**src/rtl/nic_bypass_pkg.sv**
```systemverilog
/*
 * Stream widths, port byte and beat typedefs for the bypass data path
 * Beat struct and lookup state encoding
 */
`default_nettype none

package nic_bypass_pkg;

   //////////////////////////////
   // Widths
   //////////////////////////////

   // Beat payload and sideband sizes
   localparam int AXIS_DATA_WIDTH = 256;
   localparam int AXIS_STRB_WIDTH = AXIS_DATA_WIDTH / 8;
   localparam int AXIS_USER_WIDTH = 128;
   // One bit per MAC port and per CPU queue
   localparam int PORT_MAP_WIDTH  = 8;

   //////////////////////////////
   // Types
   //////////////////////////////

   typedef logic [AXIS_DATA_WIDTH-1:0] axis_data_t;
   typedef logic [AXIS_STRB_WIDTH-1:0] axis_strb_t;
   typedef logic [AXIS_USER_WIDTH-1:0] axis_user_t;
   // Even bits are MAC ports, odd bits their CPU queues
   typedef logic [PORT_MAP_WIDTH-1:0]  port_map_t;

   // One stream beat, last on top, data at the bottom
   typedef struct packed {
      logic       last;
      axis_user_t user;
      axis_strb_t strb;
      axis_data_t data;
   } axis_beat_t;

   // Header tracking in the lookup
   typedef enum logic {
      module_header,
      in_packet
   } lookup_state_t;

endpackage

`default_nettype wire
```
**src/rtl/nic_bypass_top.sv**
```systemverilog
/*
 * CPU-bypass stage top level, lookup followed by output slice
 */
`timescale 1ns/1ns
`default_nettype none

module nic_bypass_top #(
   parameter int SRC_PORT_POS    = 16,
   parameter int DST_PORT_POS    = 24,
   parameter int FIFO_DEPTH_BITS = 2
) (
   input  logic                      axi_aclk,
   input  logic                      axi_resetn,

   // Slave stream from the RX queues
   input  nic_bypass_pkg::axis_data_t s_axis_tdata,
   input  nic_bypass_pkg::axis_strb_t s_axis_tstrb,
   input  nic_bypass_pkg::axis_user_t s_axis_tuser,
   input  logic                      s_axis_tvalid,
   input  logic                      s_axis_tlast,
   output logic                      s_axis_tready,

   // Master stream to the data path
   output nic_bypass_pkg::axis_data_t m_axis_tdata,
   output nic_bypass_pkg::axis_strb_t m_axis_tstrb,
   output nic_bypass_pkg::axis_user_t m_axis_tuser,
   output logic                      m_axis_tvalid,
   output logic                      m_axis_tlast,
   input  logic                      m_axis_tready
);

   import nic_bypass_pkg::*;

   // Lookup to slice handshake
   axis_beat_t lookup_beat;
   logic       lookup_valid;
   logic       lookup_ready;

   output_port_lookup #(
      .SRC_PORT_POS    (SRC_PORT_POS),
      .DST_PORT_POS    (DST_PORT_POS),
      .FIFO_DEPTH_BITS (FIFO_DEPTH_BITS)
   ) output_port_lookup_inst (
      .axi_aclk      (axi_aclk),
      .axi_resetn    (axi_resetn),
      .s_axis_tdata  (s_axis_tdata),
      .s_axis_tstrb  (s_axis_tstrb),
      .s_axis_tuser  (s_axis_tuser),
      .s_axis_tvalid (s_axis_tvalid),
      .s_axis_tlast  (s_axis_tlast),
      .s_axis_tready (s_axis_tready),
      .out_beat      (lookup_beat),
      .out_valid     (lookup_valid),
      .out_ready     (lookup_ready)
   );

   // Output slice cuts the ready path to downstream
   axis_register_slice axis_register_slice_inst (
      .axi_aclk      (axi_aclk),
      .axi_resetn    (axi_resetn),
      .in_beat       (lookup_beat),
      .in_valid      (lookup_valid),
      .in_ready      (lookup_ready),
      .m_axis_tdata  (m_axis_tdata),
      .m_axis_tstrb  (m_axis_tstrb),
      .m_axis_tuser  (m_axis_tuser),
      .m_axis_tvalid (m_axis_tvalid),
      .m_axis_tlast  (m_axis_tlast),
      .m_axis_tready (m_axis_tready)
   );

endmodule

`default_nettype wire

```
**src/rtl/axis_register_slice.sv**
```systemverilog
/*
 * Two-entry output register slice
 * Main and skid registers, registered ready
 */
`timescale 1ns/1ns
`default_nettype none

module axis_register_slice (
   input  logic                      axi_aclk,
   input  logic                      axi_resetn,

   // From the lookup
   input  nic_bypass_pkg::axis_beat_t in_beat,
   input  logic                      in_valid,
   output logic                      in_ready,

   // Downstream stream
   output nic_bypass_pkg::axis_data_t m_axis_tdata,
   output nic_bypass_pkg::axis_strb_t m_axis_tstrb,
   output nic_bypass_pkg::axis_user_t m_axis_tuser,
   output logic                      m_axis_tvalid,
   output logic                      m_axis_tlast,
   input  logic                      m_axis_tready
);

   import nic_bypass_pkg::*;

   axis_beat_t main_beat;
   axis_beat_t skid_beat;
   logic       main_valid;
   logic       skid_valid;
   logic       in_fire;
   logic       main_free;

   assign in_fire   = in_valid && in_ready;
   // Main register empty or draining this cycle
   assign main_free = !main_valid || m_axis_tready;

   //////////////////////////////
   // Control
   //////////////////////////////

   always_ff @(posedge axi_aclk) begin
      if (!axi_resetn) begin
         main_valid <= 1'b0;
         skid_valid <= 1'b0;
         in_ready   <= 1'b1;
      end else if (main_free) begin
         // Skid drains first, else take the new beat
         main_valid <= skid_valid || in_fire;
         skid_valid <= 1'b0;
         in_ready   <= 1'b1;
      end else if (in_fire) begin
         // Stall with a beat in flight, park it
         skid_valid <= 1'b1;
         in_ready   <= 1'b0;
      end
   end

   //////////////////////////////
   // Payload
   //////////////////////////////

   always_ff @(posedge axi_aclk) begin
      if (main_free) begin
         main_beat <= skid_valid ? skid_beat : in_beat;
      end
      if (in_fire && !main_free) begin
         skid_beat <= in_beat;
      end
   end

   assign m_axis_tvalid = main_valid;
   assign m_axis_tlast  = main_beat.last;
   assign m_axis_tuser  = main_beat.user;
   assign m_axis_tstrb  = main_beat.strb;
   assign m_axis_tdata  = main_beat.data;

   // Stalled beat holds until taken
   a_out_stable: assert property (@(posedge axi_aclk) disable iff (!axi_resetn)
      (m_axis_tvalid && !m_axis_tready) |=> (m_axis_tvalid && $stable(main_beat)));

endmodule

`default_nettype wire

```
**src/rtl/output_port_lookup.sv**
```systemverilog
/*
 * Output port lookup with its input FIFO
 * Header FSM, MAC to CPU and CPU to MAC destination rewrite
 */
`timescale 1ns/1ns
`default_nettype none

module output_port_lookup #(
   parameter int SRC_PORT_POS    = 16,
   parameter int DST_PORT_POS    = 24,
   parameter int FIFO_DEPTH_BITS = 2
) (
   input  logic                      axi_aclk,
   input  logic                      axi_resetn,

   // Upstream stream
   input  nic_bypass_pkg::axis_data_t s_axis_tdata,
   input  nic_bypass_pkg::axis_strb_t s_axis_tstrb,
   input  nic_bypass_pkg::axis_user_t s_axis_tuser,
   input  logic                      s_axis_tvalid,
   input  logic                      s_axis_tlast,
   output logic                      s_axis_tready,

   // Toward the output slice
   output nic_bypass_pkg::axis_beat_t out_beat,
   output logic                      out_valid,
   input  logic                      out_ready
);

   import nic_bypass_pkg::*;

   lookup_state_t state;
   port_map_t     src_port;
   port_map_t     dst_port;
   logic          from_cpu;
   logic          in_fire;
   axis_beat_t    wr_beat;
   logic          fifo_empty;
   logic          fifo_nearly_full;
   logic          fifo_rd_en;

   //////////////////////////////
   // Port mapping
   //////////////////////////////

   assign src_port = s_axis_tuser[SRC_PORT_POS +: PORT_MAP_WIDTH];
   // Odd bits are CPU queues
   assign from_cpu = |(src_port & 8'hAA);
   // CPU queue goes down to its MAC, MAC goes up to its queue
   assign dst_port = from_cpu ? {1'b0, src_port[PORT_MAP_WIDTH-1:1]}
                              : {src_port[PORT_MAP_WIDTH-2:0], 1'b0};

   assign s_axis_tready = !fifo_nearly_full;
   assign in_fire       = s_axis_tvalid && s_axis_tready;

   // Rewrite ahead of the FIFO write, no extra cycle
   always_comb begin
      wr_beat.last = s_axis_tlast;
      wr_beat.user = s_axis_tuser;
      wr_beat.strb = s_axis_tstrb;
      wr_beat.data = s_axis_tdata;
      // Only the first beat carries the destination
      if (state == module_header) begin
         wr_beat.user[DST_PORT_POS +: PORT_MAP_WIDTH] = dst_port;
      end
   end

   //////////////////////////////
   // Header FSM
   //////////////////////////////

   // Moves on accepted beats only
   always_ff @(posedge axi_aclk) begin
      if (!axi_resetn) begin
         state <= module_header;
      end else if (in_fire) begin
         case (state)
            module_header: begin
               // Single-beat packet stays in header
               if (!s_axis_tlast) begin
                  state <= in_packet;
               end
            end
            in_packet: begin
               if (s_axis_tlast) begin
                  state <= module_header;
               end
            end
            default: state <= module_header;
         endcase
      end
   end

   //////////////////////////////
   // Input FIFO
   //////////////////////////////

   stream_fifo #(
      .FIFO_DEPTH_BITS (FIFO_DEPTH_BITS)
   ) input_fifo_inst (
      .axi_aclk    (axi_aclk),
      .axi_resetn  (axi_resetn),
      .din         (wr_beat),
      .wr_en       (in_fire),
      .rd_en       (fifo_rd_en),
      .dout        (out_beat),
      .empty       (fifo_empty),
      .nearly_full (fifo_nearly_full)
   );

   // Head of the FIFO is the offered beat
   assign out_valid  = !fifo_empty;
   assign fifo_rd_en = out_valid && out_ready;

   // Every packet starts from exactly one port
   a_src_onehot: assert property (@(posedge axi_aclk) disable iff (!axi_resetn)
      (in_fire && state == module_header) |-> $onehot(src_port));

endmodule

`default_nettype wire

```
**src/rtl/stream_fifo.sv**
```systemverilog
/*
 * First-word-fall-through FIFO of stream beats
 * Circular buffer with count, head on dout, nearly-full flag
 */
`timescale 1ns/1ns
`default_nettype none

module stream_fifo #(
   parameter int FIFO_DEPTH_BITS = 2
) (
   input  logic                      axi_aclk,
   input  logic                      axi_resetn,
   input  nic_bypass_pkg::axis_beat_t din,
   input  logic                      wr_en,
   input  logic                      rd_en,
   output nic_bypass_pkg::axis_beat_t dout,
   output logic                      empty,
   output logic                      nearly_full
);

   import nic_bypass_pkg::*;

   localparam int DEPTH = 1 << FIFO_DEPTH_BITS;
   // Fill levels at the count width
   localparam logic [FIFO_DEPTH_BITS:0] FULL_LEVEL = (FIFO_DEPTH_BITS+1)'(DEPTH);
   localparam logic [FIFO_DEPTH_BITS:0] NF_LEVEL   = (FIFO_DEPTH_BITS+1)'(DEPTH - 1);

   axis_beat_t                 mem [DEPTH];
   logic [FIFO_DEPTH_BITS-1:0] wr_ptr;
   logic [FIFO_DEPTH_BITS-1:0] rd_ptr;
   logic [FIFO_DEPTH_BITS:0]   count;

   //////////////////////////////
   // Storage
   //////////////////////////////

   always_ff @(posedge axi_aclk) begin
      if (wr_en) begin
         mem[wr_ptr] <= din;
      end
   end

   // Head entry falls through
   assign dout = mem[rd_ptr];

   //////////////////////////////
   // Pointers and count
   //////////////////////////////

   always_ff @(posedge axi_aclk) begin
      if (!axi_resetn) begin
         wr_ptr <= '0;
         rd_ptr <= '0;
         count  <= '0;
      end else begin
         // Pointers wrap at the power-of-two depth
         if (wr_en) begin
            wr_ptr <= wr_ptr + 1'b1;
         end
         if (rd_en) begin
            rd_ptr <= rd_ptr + 1'b1;
         end
         case ({wr_en, rd_en})
            2'b10:   count <= count + 1'b1;
            2'b01:   count <= count - 1'b1;
            default: count <= count;
         endcase
      end
   end

   assign empty       = (count == '0);
   // One entry or fewer free
   assign nearly_full = (count >= NF_LEVEL);

   // Producer and consumer respect the flags
   a_no_overflow: assert property (@(posedge axi_aclk) disable iff (!axi_resetn)
      !(wr_en && count == FULL_LEVEL));
   a_no_underflow: assert property (@(posedge axi_aclk) disable iff (!axi_resetn)
      !(rd_en && empty));

endmodule

`default_nettype wire

```
**config.mk**
```make
export PLATFORM = sky130hd
export DESIGN_NAME = nic_bypass_top
export DESIGN_NICKNAME = d
export VERILOG_FILES = /design/src/rtl/nic_bypass_pkg.sv /design/src/rtl/nic_bypass_top.sv /design/src/rtl/axis_register_slice.sv /design/src/rtl/output_port_lookup.sv /design/src/rtl/stream_fifo.sv
export SDC_FILE = /design/constraint.sdc
export NUM_CORES = 2
export LEC_CHECK = 0
export CORE_MARGIN = 10
export CORE_UTILIZATION = 45
export DETAILED_ROUTE_END_ITERATION = 6
export DONT_BUFFER_PORTS = 1
export PLACE_DENSITY_LB_ADDON = 0.08
export SYNTH_ARGS = -nofsm -noshare
export SYNTH_HDL_FRONTEND = slang
export SYNTH_SLANG_ARGS = --single-unit
```
**constraint.sdc**
```tcl
create_clock -name axi_aclk -period 78.3 [get_ports axi_aclk]
set_input_delay 3.915 -clock axi_aclk [delete_from_list [all_inputs] [get_ports axi_aclk]]
set_output_delay 3.915 -clock axi_aclk [all_outputs]
set_load 0.01 [all_outputs]
```
==> impl_metrics.json <==
{
  "outcome": "completed",
  "fin_ws_ns": 71.69,
  "n_fill_cell": 17400,
  "multi_input_area_mm2": 0.0179,
  "crit_buf_inv": 3,
  "htreeDepth": 5,
  "place_hpwl_um": 139000,
  "p_leak_nw": 33.3,
  "cts-resized-gates": 0,
  "ys_ff_latch": 2515,
  "final_layout_size_suffix_gt1_frac": 0.152,
  "rows": 169,
  "drv_cap": 0,
  "syn_inst": 5414,
  "hold_path.class": "reg -> reg",
  "rsz0062_at_grt": "no",
  "synth_top_area_frac": 0.787,
  "drtPass1Iterations": 5,
  "cts_setup_buffers": 0,
  "initial_core_util": 0.451,
  "fmax_mhz": 151,
  "hold_buffers": 0,
  "path_clk_slew_ns": 0.06,
  "slowest_delay_ns": 0.87,
  "holdCritStartpoint": "axis_register_slice_inst.in_ready$_SDFFE_PP1P_",
  "slowest_stage": "buf_4",
  "grt_pass1_wl_um": 344000,
  "routedWlPerCell_um": 28.6,
  "irDropWorstVdd_v": 0.0000298,
  "netlist_area_mm2": 0.0955,
  "syn-num-nets": 5841,
  "die_x_um": 481,
  "num_vias": 47700,
  "synth_cell_type_count": 39,
  "setup_violations": 0,
  "synth.most_common_cell": "edfxtp_1",
  "timing.final.crit_share": 0.0844,
  "tightest_slew_ns": 1.26,
  "gp_congestion": 0.757,
  "grt_pass1_vias": 46900,
  "yosys_warnings": 0,
  "ys_seq_area_frac": 0.790,
  "cp-start-kind": "primary input",
  "clock_latency_ns": 0.93,
  "pre_cts_ws_ns": 70.69,
  "postRouteWirelength_um": 242000,
  "cp-startpoint": "s_axis_tvalid",
  "drc": 0,
  "die_h_um": 481,
  "root_buffer": "clkbuf_16",
  "yosysTopAreaCell": "edfxtp_1",
  "viasPerCell": 5.64,
  "syn_area_per_cell_um2": 17.6,
  "clock_sinks": 2515,
  "antenna_found_initial": 14,
  "drt_iter0_markers": 3530,
  "ys.flop_type": "edfxtp_1",
  "cts_tree": "yes",
  "die_area_mm2": 0.231,
  "skew_ns": 0.0727,
  "powerDensity_mw_per_mm2": 38.0,
  "critPathKind": "in -> reg",
  "num-nets-final": 5875,
  "postSynth.asyncResetShare": 0,
  "cts_buffer_depth": 4,
  "grt_max_degree": 168,
  "regArea_mm2": 0.0754,
  "synth_area_leaders": "edfxtp_1 (79%), mux2i_1 (4.4%), a21oi_1 (4.4%)",
  "num_io_pins": 840,
  "hold_viol_final": 0,
  "synth_top_cells_by_count": "edfxtp_1 (2502), a21oi_1 (835), mux2i_1 (421), nor2_1 (421), o22ai_1 (417)",
  "crit_path_end_kind": "flop",
  "core-area_mm2": 0.211,
  "drtAntennaViolNets": 0,
  "crit_chain": "and3_4, buf_4, buf_4, buf_4",
  "port_buffers": 0,
  "period_minus_slack_ns": 6.61,
  "critPathTopFamily": "buffers and inverters",
  "path_max_fanout": 58,
  "area_growth_pct": 11.3,
  "relSlewSlack": 0.161,
  "worstPathRequired_ns": 78.82,
  "grt.total_usage": 0.202,
  "crit_top_cell": "buf_4",
  "worstPathArrival_ns": 7.13,
  "slew_violations": 0,
  "gr-total-overflow": 0,
  "cts_buffers": 281,
  "setup_tns_ns": 0,
  "synth-edff-count": 2502
}
==> logic make-up after synthesis <==
| group | Yosys count | share of synthesized area |
|---|---|---|
| adders and majority gates | 6 | 0.000865 |
| DFF | 2515 | 0.790 |
| and+or+nand+nor | 448 | 0.0182 |
| xor gates and xnor gates | 3 | 0.000275 |
| muxes | 842 | 0.0958 |
| buffers and inverters | 334 | 0.0229 |
| AOI/OAI and AO/OA | 1266 | 0.0721 |
==> final timing paths <==
kind,cells past startpoint,to,slack [ns]
setup / recovery,4,output_port_lookup_inst.input_fifo_inst.mem[3][18]$_DFFE_PP_,71.69
hold / removal,1,axis_register_slice_inst.in_ready$_SDFFE_PP1P_,0.48
setup reg to reg,6,axis_register_slice_inst.skid_beat[175]$_DFFE_PP_,73.14
hold reg to reg,1,axis_register_slice_inst.in_ready$_SDFFE_PP1P_,0.48
==> final cells by class <==
class                           instances  share of cell area
Tap cell                             2821              0.0332
Timing Repair Buffer                   76             0.00667
Sequential cell                      2515               0.710
Antenna cell                            3           0.0000707
Multi-Input combinational cell       2565               0.169
Clock inverter                        119              0.0109
Inverter                                9            0.000459
Clock buffer                          355              0.0699
==> per-stage QoR <==
step	instance area [um^2]	total power, mW	hold slack (ns)	utilization	cells
5_1_grt	106000	4.22	0.502	0.502	8462
2_1_floorplan	95500	2.63	0.446	-	5414
6_report	106000	4.03	0.476	0.502	8463
4_1_cts	106000	4.09	0.480	0.502	8460
3_5_place_dp	97600	2.83	0.460	0.462	7986
3_3_place_gp	97600	2.82	0.462	0.462	7986
==> worst reg2reg max path, cell delays in order (launching register included) <==
cell     delay, ns
dfxtp_1       0.41
inv_8         0.64
buf_4         0.87
buf_4         1.07
buf_4         0.90
buf_4         0.82
a21oi_1       0.18
==> registers in the layout, summed over array words and instances (netlist names), named ones only <==
signal,cells
output_port_lookup_inst.input_fifo_inst.mem,1668
axis_register_slice_inst.skid_beat,417
axis_register_slice_inst.m_axis_tdata,256
axis_register_slice_inst.m_axis_tuser,128
axis_register_slice_inst.m_axis_tstrb,32
output_port_lookup_inst.input_fifo_inst.count,3
output_port_lookup_inst.input_fifo_inst.rd_ptr,2
output_port_lookup_inst.input_fifo_inst.wr_ptr,2
axis_register_slice_inst.in_ready,1
axis_register_slice_inst.m_axis_tlast,1
axis_register_slice_inst.m_axis_tvalid,1
axis_register_slice_inst.skid_valid,1
output_port_lookup_inst.state,1
==> cell usage in the layout (no fill, tap or decap), types with 3 or more instances in the layout <==
master         n
bufinv_16     22
clkinv_8       3
edfxtp_1    2502
ha_1           5
nand2_1        9
mux2_2       366
clkbuf_1      68
clkinv_2      28
o22ai_1      417
a21oi_1      835
inv_1          7
and2_1         5
clkbuf_16    286
diode_2        3
mux2_4        50
buf_4         65
clkinvlp_4     6
mux2_1         5
nor2_1       419
and3_4         4
buf_12        11
inv_6          5
a21boi_0       3
mux2i_1      421
clkinv_1      53
dfxtp_1       12
o21ai_0        7
==> where the power goes <==
group | total (mW) | switching [mW] | leakage [nW] | internal [mW]
Sequential | 2.03 | 0.195 | 23.4 | 1.84
Clock | 1.25 | 0.507 | 4.17 | 0.740
Combinational | 0.753 | 0.506 | 5.77 | 0.247
==> routing by layer <==
layer | vias up | global-route usage | wire, um
li1 | 21500 | - | -
met1 | 24400 | 0.252 | 96200
met2 | 1566 | 0.320 | 114000
met3 | 262 | 0.0955 | 27500
met4 | 2 | 0.0460 | 4600
met5 | - | 0 | 9
No activity file was read; power rests on OpenSTA's default activity.
